**src/verilog/debug_consts.svh**
```systemverilog
`ifndef DEBUG_CONSTS_SVH
`define DEBUG_CONSTS_SVH

// instruction, register and data memory word width
`define DU_DATA_W 32

// instruction memory, register and data memory address width
`define DU_ADDR_W 8

// registers sent in every dump
`define DU_NUM_REGS 32

// data memory words scanned for dirty flags
`define DU_MEM_WORDS 16

// serial bit time in clock cycles, kept short for simulation
`define DU_CLKS_PER_BIT 8

`endif

```
**src/verilog/debug_pkg.sv**
```systemverilog
package debug_pkg;

	// run control and dump sequencing
	typedef enum logic [3:0]
	{
		idle_load,   // program still arriving
		wait_mode,   // waiting for a mode byte
		step_run,    // one enabled pipeline cycle
		cont_run,    // enabled until halt
		send_pc,
		send_cycles,
		read_reg,    // register address presented
		send_reg,    // four bytes of the register word
		read_mem,    // memory address presented, dirty flag checked
		send_addr,
		send_mem     // four bytes of the memory word
	} du_state_t;

	// mode bytes from the host
	typedef enum logic [7:0]
	{
		mode_step     = 8'h04,
		mode_continue = 8'h10
	} du_mode_t;

endpackage

```
**src/verilog/du_byte_if.sv**
```systemverilog
`timescale 1ns/100ps

interface du_byte_if;
	logic [7:0] rx_byte;  // last byte off the line
	logic       rx_valid; // one cycle per received byte
	logic [7:0] tx_byte;
	logic       tx_start; // one cycle, only while tx_busy is low
	logic       tx_done;  // end of stop bit
	logic       tx_busy;  // frame in progress

	modport rx_side (output rx_byte, output rx_valid);
	modport tx_side (input tx_byte, input tx_start, output tx_done, output tx_busy);
	modport loader_side (input rx_byte, input rx_valid);
	modport control_side (output tx_byte, output tx_start, input tx_done, input tx_busy);
endinterface

```
**src/verilog/uart_rx.sv**
```systemverilog
`timescale 1ns/100ps
`include "debug_consts.svh"

module uart_rx
(
	input  logic       i_clock,
	input  logic       i_reset,
	input  logic       i_rx,
	du_byte_if.rx_side byte_if
);
	localparam int CNT_W = $clog2(`DU_CLKS_PER_BIT);
	localparam logic [CNT_W-1:0] MID_CNT = CNT_W'(`DU_CLKS_PER_BIT / 2 - 1);
	localparam logic [CNT_W-1:0] LAST_CNT = CNT_W'(`DU_CLKS_PER_BIT - 1);

	logic [1:0]       rx_sync; // two flop synchronizer
	logic             busy;
	logic [CNT_W-1:0] cyc_cnt;
	logic [3:0]       bit_cnt; // 0 start, 1..8 data, 9 stop
	logic [7:0]       shift_q;
	logic             sample;

	assign sample = busy && (cyc_cnt == MID_CNT); // middle of the bit
	assign byte_if.rx_byte = shift_q;

	always_ff @(posedge i_clock)
	begin
		if (i_reset)
		begin
			rx_sync <= 2'b11;
			busy <= 1'b0;
			cyc_cnt <= '0;
			bit_cnt <= '0;
			byte_if.rx_valid <= 1'b0;
		end
		else
		begin
			rx_sync <= {rx_sync[0], i_rx};
			byte_if.rx_valid <= 1'b0;
			if (!busy)
			begin
				cyc_cnt <= '0;
				bit_cnt <= '0;
				if (!rx_sync[1])
					busy <= 1'b1; // falling edge of a start bit
			end
			else
			begin
				cyc_cnt <= (cyc_cnt == LAST_CNT) ? '0 : cyc_cnt + 1'b1;
				if (sample)
				begin
					bit_cnt <= bit_cnt + 1'b1;
					if (bit_cnt == 4'd0 && rx_sync[1])
						busy <= 1'b0; // line went back high, only a glitch
					else if (bit_cnt == 4'd9)
					begin
						busy <= 1'b0;
						byte_if.rx_valid <= rx_sync[1]; // bad stop bit drops the byte
					end
				end
			end
		end
	end

	// data arrives lsb first
	always_ff @(posedge i_clock)
	begin
		if (sample && bit_cnt >= 4'd1 && bit_cnt <= 4'd8)
			shift_q <= {rx_sync[1], shift_q[7:1]};
	end
endmodule

```
**src/verilog/uart_tx.sv**
```systemverilog
`timescale 1ns/100ps
`include "debug_consts.svh"

module uart_tx
(
	input  logic       i_clock,
	input  logic       i_reset,
	output logic       o_tx,
	du_byte_if.tx_side byte_if
);
	localparam int CNT_W = $clog2(`DU_CLKS_PER_BIT);
	localparam logic [CNT_W-1:0] LAST_CNT = CNT_W'(`DU_CLKS_PER_BIT - 1);

	logic             busy;
	logic [CNT_W-1:0] cyc_cnt;
	logic [3:0]       bit_cnt; // bit now on the line, 0 start, 9 stop
	logic [7:0]       shift_q;
	logic             bit_end;
	logic             shift_out;

	assign bit_end = busy && (cyc_cnt == LAST_CNT);
	assign shift_out = bit_end && (bit_cnt < 4'd8);
	assign byte_if.tx_busy = busy;

	always_ff @(posedge i_clock)
	begin
		if (i_reset)
		begin
			busy <= 1'b0;
			cyc_cnt <= '0;
			bit_cnt <= '0;
			o_tx <= 1'b1; // idle line
			byte_if.tx_done <= 1'b0;
		end
		else
		begin
			byte_if.tx_done <= 1'b0;
			if (!busy)
			begin
				if (byte_if.tx_start)
				begin
					busy <= 1'b1;
					cyc_cnt <= '0;
					bit_cnt <= '0;
					o_tx <= 1'b0; // start bit
				end
			end
			else if (bit_end)
			begin
				cyc_cnt <= '0;
				bit_cnt <= bit_cnt + 1'b1;
				if (bit_cnt == 4'd9)
				begin
					busy <= 1'b0;
					byte_if.tx_done <= 1'b1;
					o_tx <= 1'b1;
				end
				else if (bit_cnt == 4'd8)
					o_tx <= 1'b1; // stop bit
				else
					o_tx <= shift_q[0];
			end
			else
				cyc_cnt <= cyc_cnt + 1'b1;
		end
	end

	always_ff @(posedge i_clock)
	begin
		if (!busy && byte_if.tx_start)
			shift_q <= byte_if.tx_byte;
		else if (shift_out)
			shift_q <= {1'b0, shift_q[7:1]};
	end
endmodule

```
**src/verilog/du_loader.sv**
```systemverilog
`timescale 1ns/100ps
`include "debug_consts.svh"

module du_loader
(
	input  logic                  i_clock,
	input  logic                  i_reset,
	du_byte_if.loader_side        byte_if,
	output logic                  o_imem_we,
	output logic [`DU_ADDR_W-1:0] o_imem_addr,
	output logic [`DU_DATA_W-1:0] o_imem_data,
	output logic                  o_load_done,
	output logic                  o_mode_valid,
	output debug_pkg::du_mode_t   o_mode
);
	import debug_pkg::*;

	logic                  got_count; // first byte seen
	logic [`DU_ADDR_W-1:0] word_total;
	logic [1:0]            byte_cnt;  // byte position inside the word
	logic                  loading;
	logic                  last_word;

	assign loading = got_count && !o_load_done;
	assign last_word = (o_imem_addr == word_total - 1'b1);

	always_ff @(posedge i_clock)
	begin
		if (i_reset)
		begin
			got_count <= 1'b0;
			word_total <= '0;
			byte_cnt <= '0;
			o_imem_we <= 1'b0;
			o_imem_addr <= '0;
			o_load_done <= 1'b0;
			o_mode_valid <= 1'b0;
		end
		else
		begin
			o_imem_we <= 1'b0;
			o_mode_valid <= 1'b0;
			if (o_imem_we)
			begin
				o_imem_addr <= o_imem_addr + 1'b1;
				if (last_word)
					o_load_done <= 1'b1;
			end
			if (byte_if.rx_valid)
			begin
				if (!got_count)
				begin
					got_count <= 1'b1;
					word_total <= byte_if.rx_byte;
					if (byte_if.rx_byte == 8'd0)
						o_load_done <= 1'b1; // empty program
				end
				else if (loading)
				begin
					byte_cnt <= byte_cnt + 1'b1;
					if (byte_cnt == 2'd3)
						o_imem_we <= 1'b1; // word complete
				end
				else
					o_mode_valid <= 1'b1;
			end
		end
	end

	// lsb first, so each byte enters at the top and moves down
	always_ff @(posedge i_clock)
	begin
		if (byte_if.rx_valid && loading)
			o_imem_data <= {byte_if.rx_byte, o_imem_data[`DU_DATA_W-1:8]};
		else if (byte_if.rx_valid && o_load_done)
			o_mode <= du_mode_t'(byte_if.rx_byte);
	end
endmodule

```
**src/verilog/du_controller.sv**
```systemverilog
`timescale 1ns/100ps
`include "debug_consts.svh"

module du_controller
(
	input  logic                  i_clock,
	input  logic                  i_reset,
	du_byte_if.control_side       byte_if,
	input  logic                  i_load_done,
	input  logic                  i_mode_valid,
	input  debug_pkg::du_mode_t   i_mode,
	input  logic                  i_halt,
	input  logic [`DU_ADDR_W-1:0] i_pc,
	input  logic [`DU_DATA_W-1:0] i_reg_data,
	input  logic [`DU_DATA_W-1:0] i_mem_data,
	input  logic                  i_mem_dirty,
	output logic                  o_pipe_enable,
	output logic [`DU_ADDR_W-1:0] o_reg_addr,
	output logic [`DU_ADDR_W-1:0] o_mem_addr,
	output logic                  o_read_active
);
	import debug_pkg::*;

	localparam int ADDR_W = `DU_ADDR_W;
	localparam logic [ADDR_W-1:0] LAST_REG = ADDR_W'(`DU_NUM_REGS - 1);
	localparam logic [ADDR_W-1:0] LAST_MEM = ADDR_W'(`DU_MEM_WORDS - 1);

	du_state_t  state;
	logic [7:0] cycle_cnt;  // enabled cycles, wraps at 256
	logic [1:0] byte_idx;   // byte of the current word on the line
	logic       tx_pending; // frame started, tx_done not yet seen
	logic       rd_wait;    // memory read latency cycle
	logic       sending;
	logic       start_ok;
	logic       frame_done;
	logic       last_reg;
	logic       last_mem;
	logic [7:0] send_byte;

	assign o_pipe_enable = (state == step_run) || (state == cont_run);
	assign o_read_active = !(state inside {idle_load, wait_mode, step_run, cont_run});
	assign sending = state inside {send_pc, send_cycles, send_reg, send_addr, send_mem};
	assign start_ok = sending && !tx_pending && !byte_if.tx_busy;
	assign frame_done = tx_pending && byte_if.tx_done;
	assign last_reg = (o_reg_addr == LAST_REG);
	assign last_mem = (o_mem_addr == LAST_MEM);

	always_comb
	begin
		case (state)
			send_pc:     send_byte = 8'(i_pc);
			send_cycles: send_byte = cycle_cnt;
			send_reg:    send_byte = i_reg_data[8*byte_idx +: 8];
			send_addr:   send_byte = 8'(o_mem_addr);
			send_mem:    send_byte = i_mem_data[8*byte_idx +: 8];
			default:     send_byte = 8'h00;
		endcase
	end

	always_ff @(posedge i_clock)
	begin
		if (i_reset)
		begin
			state <= idle_load;
			cycle_cnt <= '0;
			byte_idx <= '0;
			tx_pending <= 1'b0;
			rd_wait <= 1'b0;
			o_reg_addr <= '0;
			o_mem_addr <= '0;
			byte_if.tx_start <= 1'b0;
		end
		else
		begin
			byte_if.tx_start <= start_ok;
			if (start_ok)
				tx_pending <= 1'b1;
			else if (frame_done)
				tx_pending <= 1'b0;
			if (o_pipe_enable)
				cycle_cnt <= cycle_cnt + 1'b1;

			case (state)
				idle_load:
					if (i_load_done)
						state <= wait_mode;
				wait_mode:
					if (i_mode_valid)
					begin
						case (i_mode)
							mode_step:     state <= step_run;
							mode_continue: state <= cont_run;
							default:       state <= wait_mode; // unknown mode byte
						endcase
					end
				step_run:
					state <= send_pc;
				cont_run:
					if (i_halt)
						state <= send_pc;
				send_pc:
					if (frame_done)
						state <= send_cycles;
				send_cycles:
					if (frame_done)
						state <= read_reg;
				read_reg:
					state <= send_reg; // data valid from the next cycle
				send_reg:
					if (frame_done)
					begin
						byte_idx <= byte_idx + 1'b1;
						if (byte_idx == 2'd3)
						begin
							if (last_reg)
							begin
								o_reg_addr <= '0;
								state <= read_mem;
							end
							else
							begin
								o_reg_addr <= o_reg_addr + 1'b1;
								state <= read_reg;
							end
						end
					end
				read_mem:
				begin
					rd_wait <= !rd_wait;
					if (rd_wait)
					begin
						if (i_mem_dirty)
							state <= send_addr;
						else if (last_mem)
						begin
							o_mem_addr <= '0;
							state <= wait_mode; // scan ends on a clean word
						end
						else
							o_mem_addr <= o_mem_addr + 1'b1;
					end
				end
				send_addr:
					if (frame_done)
						state <= send_mem;
				send_mem:
					if (frame_done)
					begin
						byte_idx <= byte_idx + 1'b1;
						if (byte_idx == 2'd3)
						begin
							if (last_mem)
							begin
								o_mem_addr <= '0;
								state <= wait_mode;
							end
							else
							begin
								o_mem_addr <= o_mem_addr + 1'b1;
								state <= read_mem;
							end
						end
					end
				default:
					state <= idle_load;
			endcase
		end
	end

	always_ff @(posedge i_clock)
	begin
		if (start_ok)
			byte_if.tx_byte <= send_byte;
	end
endmodule

```
**src/verilog/debug_unit.sv**
```systemverilog
`timescale 1ns/100ps
`include "debug_consts.svh"

module debug_unit
(
	input  logic                  i_clock,
	input  logic                  i_reset,
	input  logic                  i_rx,
	output logic                  o_tx,
	output logic                  o_imem_we,
	output logic [`DU_ADDR_W-1:0] o_imem_addr,
	output logic [`DU_DATA_W-1:0] o_imem_data,
	output logic                  o_pipe_enable,
	input  logic                  i_halt,
	input  logic [`DU_ADDR_W-1:0] i_pc,
	output logic [`DU_ADDR_W-1:0] o_reg_addr,
	input  logic [`DU_DATA_W-1:0] i_reg_data,
	output logic [`DU_ADDR_W-1:0] o_mem_addr,
	input  logic [`DU_DATA_W-1:0] i_mem_data,
	input  logic                  i_mem_dirty,
	output logic                  o_read_active
);
	import debug_pkg::*;

	du_byte_if byte_if ();

	logic     load_done;
	logic     mode_valid;
	du_mode_t mode;

	uart_rx rx_i
	(
		.i_clock (i_clock),
		.i_reset (i_reset),
		.i_rx    (i_rx),
		.byte_if (byte_if.rx_side)
	);

	uart_tx tx_i
	(
		.i_clock (i_clock),
		.i_reset (i_reset),
		.o_tx    (o_tx),
		.byte_if (byte_if.tx_side)
	);

	du_loader loader_i
	(
		.i_clock      (i_clock),
		.i_reset      (i_reset),
		.byte_if      (byte_if.loader_side),
		.o_imem_we    (o_imem_we),
		.o_imem_addr  (o_imem_addr),
		.o_imem_data  (o_imem_data),
		.o_load_done  (load_done),
		.o_mode_valid (mode_valid),
		.o_mode       (mode)
	);

	du_controller ctrl_i
	(
		.i_clock       (i_clock),
		.i_reset       (i_reset),
		.byte_if       (byte_if.control_side),
		.i_load_done   (load_done),
		.i_mode_valid  (mode_valid),
		.i_mode        (mode),
		.i_halt        (i_halt),
		.i_pc          (i_pc),
		.i_reg_data    (i_reg_data),
		.i_mem_data    (i_mem_data),
		.i_mem_dirty   (i_mem_dirty),
		.o_pipe_enable (o_pipe_enable),
		.o_reg_addr    (o_reg_addr),
		.o_mem_addr    (o_mem_addr),
		.o_read_active (o_read_active)
	);
endmodule

```
**config.mk**
```make
export PLATFORM = sky130hd
export DESIGN_NAME = debug_unit
export DESIGN_NICKNAME = d
export VERILOG_FILES = /design/src/verilog/debug_pkg.sv /design/src/verilog/du_byte_if.sv /design/src/verilog/uart_rx.sv /design/src/verilog/uart_tx.sv /design/src/verilog/du_loader.sv /design/src/verilog/du_controller.sv /design/src/verilog/debug_unit.sv
export VERILOG_INCLUDE_DIRS = /design/src /design/src/verilog
export SDC_FILE = /design/constraint.sdc
export NUM_CORES = 1
export LEC_CHECK = 0
export BUFFER_PORTS_ARGS = -buffer_cell sky130_fd_sc_hd__buf_2
export CORE_UTILIZATION = 50
export CTS_BUF_LIST = sky130_fd_sc_hd__clkbuf_2 sky130_fd_sc_hd__clkbuf_4 sky130_fd_sc_hd__clkbuf_8
export DETAILED_ROUTE_END_ITERATION = 12
export PLACE_DENSITY = 0.83
export SYNTH_ARGS = -nofsm -noshare
export SYNTH_HDL_FRONTEND = slang
export SYNTH_HIERARCHICAL = 1
export SYNTH_SLANG_ARGS = --single-unit
```
**constraint.sdc**
```tcl
create_clock -name i_clock -period 2.1 [get_ports i_clock]
set_input_delay 0.315 -clock i_clock [delete_from_list [all_inputs] [get_ports i_clock]]
set_output_delay 0.315 -clock i_clock [all_outputs]
set_load 0.02 [all_outputs]
```
# Word-level counts from Yosys, hierarchy flattened

Cells that the tools add are included.

Bits in registers: 140
Bits of input ports: 77
Output and inout bits: 60
Word-level logic and storage cells: 192

Add/sub/neg operators: 11
$lt $le $gt $ge: 3
Eq/ne operators: 37
Shifts and indexed selects: 2
Multiplexer cells: 57
Bitwise logic cells: 9
Reductions and logical operators: 43

Operator list:

| operator            | count |
|---|---|
| $mux 4              | 18 |
| $mux 8              | 8 |
| $shiftx 32x6->8     | 2 |
| $pmux 4 s11         | 1 |
| $pmux 8 s5          | 1 |
| $add 8x1->8 const B | 4 |
| $eq 4x4->1 const B  | 6 |
| $mux 1              | 24 |
| $eq 4x3->1 const B  | 4 |
| $eq 8x5->1 const B  | 2 |
| $pmux 8 s2          | 1 |
| $ne 2x2->1 const B  | 7 |
| $logic_and 1x1->1   | 13 |
| $ne 2x1->1 const B  | 6 |
| $reduce_and 12->1   | 1 |
| $mux 3              | 3 |
| $not 1->1           | 9 |
| $reduce_or 3->1     | 3 |
| $add 4x1->4 const B | 2 |
| $eq 4x2->1 const B  | 2 |
| $eq 8x3->1 const B  | 1 |
| $eq 8x4->1 const B  | 1 |
| $eq 8x8->1          | 1 |
| $logic_not 4->1     | 2 |
| other kinds (24)    | 40 |

# Depth between registers and ports, before layout

Depth in word-level cells: 7
Depth in mapped cells: 8
Gate-level depth less buffers: 6

# Hierarchy

Netlist, hierarchy kept.

By module, submodules not included:

| module        | instances | cells an instance | area an instance (µm²) | seq. area each (µm²) |
|---|---|---|---|---|
| du_controller | 1         | 326               | 2735.1                 | 900.9 |
| du_loader     | 1         | 167               | 2283.4                 | 1641.6 |
| uart_tx       | 1         | 89                | 823.3                  | 440.4 |
| uart_rx       | 1         | 57                | 715.7                  | 460.4 |

# Worst setup path after synthesis

Ideal clock, no wire load.

Path kind: flip-flop to flip-flop
From: reg ctrl_i.o_reg_addr[0]
To: reg ctrl_i.state[1]
Library setup time: 0.131 ns
Data arrival time: 1.781 ns
Required time: 1.969 ns
Slack: 0.188 ns
Cell stages (with the launch flop): 7
Path buffers: 0
Period minus slack after synthesis: 1.912 ns
Cells stage by stage: dfxtp_1 -> ha_1 -> nand4_1 -> nor4_2 -> nor2_1 -> o41ai_1 -> mux2i_1

Cells in the longest elaborated chain, start to end: 5

Ends and longest elaborated chain:

| element                  | line                 | text |
|---|---|---|
| start: declaration       | du_controller.sv:18  | `` output logic [`DU_ADDR_W-1:0] o_reg_addr, `` |
| start signal: assignment | du_controller.sv:122 | `o_reg_addr <= o_reg_addr + 1'b1;` |
| $eq 8x5->1               | du_controller.sv:45  | `assign last_reg = (o_reg_addr == LAST_REG);` |
| $mux 4                   | du_controller.sv:115 | `if (last_reg)` |
| $mux 4                   | du_controller.sv:113 | `if (byte_idx == 2'd3)` |
| $mux 4                   | du_controller.sv:110 | `if (frame_done)` |
| $pmux 4 s11              | du_controller.sv:83  | `case (state)` |
| end signal: assignment   | du_controller.sv:86  | `state <= wait_mode;` |
| end signal: assignment   | du_controller.sv:108 | `state <= send_reg;` |
| end signal: assignment   | du_controller.sv:118 | `state <= read_mem;` |
| end: declaration         | du_controller.sv:28  | `du_state_t state;` |

No other way between the ends. The select of a mux whose other input is x is not followed.
A chain may end at the register's enable or synchronous reset.

# Worst setup path after layout

From: reg ctrl_i.o_mem_addr[4]
To: reg ctrl_i.state[3]

Cells in the longest elaborated chain, start to end: 5
Elaborated cells between the ends (all ways): 7
Classes of those cells: eq/ne (2); mux (4); reduce/logical (1)

Ends and longest elaborated chain:

| element                  | line                 | text |
|---|---|---|
| start: declaration       | du_controller.sv:19  | `` output logic [`DU_ADDR_W-1:0] o_mem_addr, `` |
| start signal: assignment | du_controller.sv:140 | `o_mem_addr <= o_mem_addr + 1'b1;` |
| start signal: assignment | du_controller.sv:159 | `o_mem_addr <= o_mem_addr + 1'b1;` |
| $eq 8x4->1 *             | du_controller.sv:46  | `assign last_mem = (o_mem_addr == LAST_MEM);` |
| $mux 4                   | du_controller.sv:152 | `if (last_mem)` |
| $mux 4                   | du_controller.sv:150 | `if (byte_idx == 2'd3)` |
| $mux 4                   | du_controller.sv:147 | `if (frame_done)` |
| $pmux 4 s11              | du_controller.sv:83  |  |
| end signal: assignment   | du_controller.sv:86  |  |
| end signal: assignment   | du_controller.sv:145 | `state <= send_mem;` |
| end signal: assignment   | du_controller.sv:155 | `state <= wait_mode;` |

Every way passes the cells marked *; elsewhere a longest branch is shown, timed or not. The select of a mux whose other input is x is not followed.

==> flow_summary.yaml <==
clocking:
  clkSinkCount: 140
  clk_latency_ns: 0.46
  cts_buffers: 17
  clk_pin_slew_ns: 0.08
  hold_buffers: 0
  cts_buffer_depth: 2
  ctsResizeCount: 0
  htreeDepth: 4
  cts_setup_buffers: 0
  root_buffer: "clkbuf_8"
  cts_tree: "done"
grt:
  grt_pass1_wl_um: 23140
  grt_pass1_vias: 4740
  grt_usage_pct: 22.30
  grt-ovfl-total: 0
  antenna_found_initial: 0
  grt_max_degree: 33
detailed_routing:
  firstDrtPassIters: 6
  vias: 5306
  vias_per_cell: 5.436
  drtAntennaViolNets: 0
  first_iter_violations: 462
  routedWlPerCell_um: 14.86
  drc: 0
  totalWireLength_um: 14500
min_path:
  hp-class: "in2reg"
logic_synthesis:
  synthArstFlopShare_pct: 0
  syn-num-nets: 734
  ys_top_cells_by_area: "edfxtp_1, dfxtp_1, nor2_1, nand2_1, ha_1"
  ys_seq_elements: 140
  yosysMostFrequentCell: "nor2_1"
  synth_top_area_share_pct: 29.31
  yosysUniqueCellTypes: 64
  synthTopCellsByCount: "nor2_1, nand2_1, dfxtp_1"
  synth-edff-count: 64
  synthCells: 639
  syn_area_per_cell_um2: 10.26
  yosysSeqAreaShare_pct: 52.51
  yosys_warnings: 6
  synth_top_cell_by_area: "edfxtp_1"
  synthFlopType: "dfxtp_1"
  synth.cell_area_mm2: 0.006558
worst_setup_path:
  end_kind: "register"
  cp.arrival_ns: 2.34
  path_max_fanout: 8
  cp.required_ns: 2.48
  start_kind: "register"
  slowest_delay_ns: 0.57
  path_class: "reg2reg"
  path_buf_inv: 0
  crit_slowest_cell: "or4_1"
  path_delay_family: "simple AND/OR/NAND/NOR gates"
  crit_chain: "or4_1 -> or2_0 -> a22oi_1 -> o21a_1 -> mux2i_1"
cells_and_area:
  insertedDiodeCount: 0
  fillerInstances: 1056
  nNetsFinal: 886
  drive_gt1_share_pct: 28.48
  multi_input_area_mm2: 0.002923
  final_core_util_pct: 62.03
  syn_to_final_growth_pct: 20.34
  seq_area_mm2: 0.003445
  final_cells: 976
timing:
  slew_headroom_pct: 57.49
  slew_viol_final: 0
  post-route-period-util_pct: 93.39
  worstMarginPinSlew_ns: 0.6354
  finalSetupTns_ns: 0
  rsz0062_at_grt: "false"
  fin_crit_ns: 1.961
  layout_setup_ws_ns: 0.1388
  setup_viol: 0
  max_freq_ghz: 0.5099
  hold_viol: 0
  skew_ns: 0.01374
pwr:
  power_frac_clock_pct: 38.9
  swShare_pct: 23.79
  p_leak_nw: 3.120
  comb_power_share_pct: 7.4
  peakVddDrop_mv: 0.3872
  p_per_area_mw_per_mm2: 672.8
  pwr-share-seq_pct: 53.7
  p_sw_w: 0.001263
  p_int_w: 0.004046
die:
  start_util_pct: 51.54
  rows: 41
  dieHeight_um: 116.5
  die_area_mm2: 0.01358
  ioPinCount: 137
  die_x_um: 116.5
  coreArea_mm2: 0.01272
placed_design:
  io_buffers: 136
  gp_congestion: 0.9344
  dpl.hpwl_um: 10480
  dp_cells: 944
  place_worst_setup_slack_ns: 0.1269
status:
  status: "complete, no violations"
job:
  cap_violations: 0
-- final timing paths --
kind | slack (ns) | start | cells after the start | endpoint
setup reg to reg | 0.14 | ctrl_i/o_mem_addr[4]$_SDFFE_PP0P_ | 5 | ctrl_i/state[3]$_SDFFE_PP0P_
hold reg to reg | 0.41 | rx_i/rx_sync[0]$_SDFF_PP1_ | 1 | rx_i/rx_sync[1]$_SDFF_PP1_
setup / recovery | 0.14 | ctrl_i/o_mem_addr[4]$_SDFFE_PP0P_ | 5 | ctrl_i/state[3]$_SDFFE_PP0P_
hold / removal | 0.04 | i_rx | 2 | rx_i/rx_sync[0]$_SDFF_PP1_
-- metrics by stage --
step | power, W | cell area, um2 | hold slack [ns]
3_3_place_gp | 0.003297 | 7515 | 0.3926
4_1_cts | 0.005345 | 7890 | 0.01566
2_1_floorplan | 0.003153 | 6558 | 0.3878
5_1_grt | 0.005490 | 7891 | 0.02553
3_5_place_dp | 0.003296 | 7515 | 0.3997
6_report | 0.005309 | 7891 | 0.04447
-- routing by layer --
metal,wire (um),up-vias,GRT usage (%),share of wire (%)
met3,1220,31,7.680,8.4
li1,-,2585,-,-
met5,0,-,0,0
met1,6187,2467,29.32,43
met2,6767,223,32.94,47
met4,325,0,10.51,2.2
-- placed cells by master (no fill, tap or decap), drive strengths merged, types with 15 or more instances in the layout --
master	instances
buf	161
inv	17
o21ai	25
ha	18
nand2	80
clkbuf	20
nor3	20
xor2	22
xnor2	15
a21oi	28
dfxtp	76
edfxtp	64
nor2	80
nand3	21
-- layout make-up --
class	count	area share, %
timing repair buffer	161	11.16
tap	172	2.727
inverter	14	0.6659
multi-input combinational	457	37.04
clock buffer	20	3.330
sequential	140	43.65
clock inverter	12	1.427
-- power by group through the flow --
stage / Combinational, W / Clock [W] / Sequential, W
after detailed placement: 0.000383 / 0 / 0.00291
final: 0.000393 / 0.00207 / 0.00285
after floorplan: 0.000247 / 0 / 0.00291
after CTS: 0.000387 / 0.00211 / 0.00285
after global placement: 0.000384 / 0 / 0.00291
after global routing: 0.000418 / 0.00222 / 0.00285
-- state kept, by name (all words and copies together) (netlist names), 3 cells and up --
register / cells
loader_i/o_imem_data: 32
ctrl_i/byte_if.tx_byte: 8
ctrl_i/cycle_cnt: 8
ctrl_i/o_mem_addr: 8
ctrl_i/o_reg_addr: 8
loader_i/o_imem_addr: 8
loader_i/o_mode: 8
loader_i/word_total: 8
rx_i/byte_if.rx_byte: 8
tx_i/shift_q: 8
ctrl_i/state: 4
rx_i/bit_cnt: 4
tx_i/bit_cnt: 4
rx_i/cyc_cnt: 3
tx_i/cyc_cnt: 3
-- kinds of logic after synthesis --
logic type	after synthesis	synth area share (%)
flip-flops	140	52.51
AND/OR/NAND/NOR	279	21.20
AO/OA/AOI/OAI	97	9.349
XOR/XNOR	37	4.942
multiplexers	26	5.648
adder cells (fa/ha/maj)	18	3.435
buffers and inverters	42	2.919
-- worst reg2reg max path, cell delays in order, from the launching register on --
cell and delay (ns):
dfxtp_1 0.39, or4_1 0.57, or2_0 0.26, a22oi_1 0.18, o21a_1 0.28, mux2i_1 0.21
No activity file was read; power rests on OpenSTA's default activity.
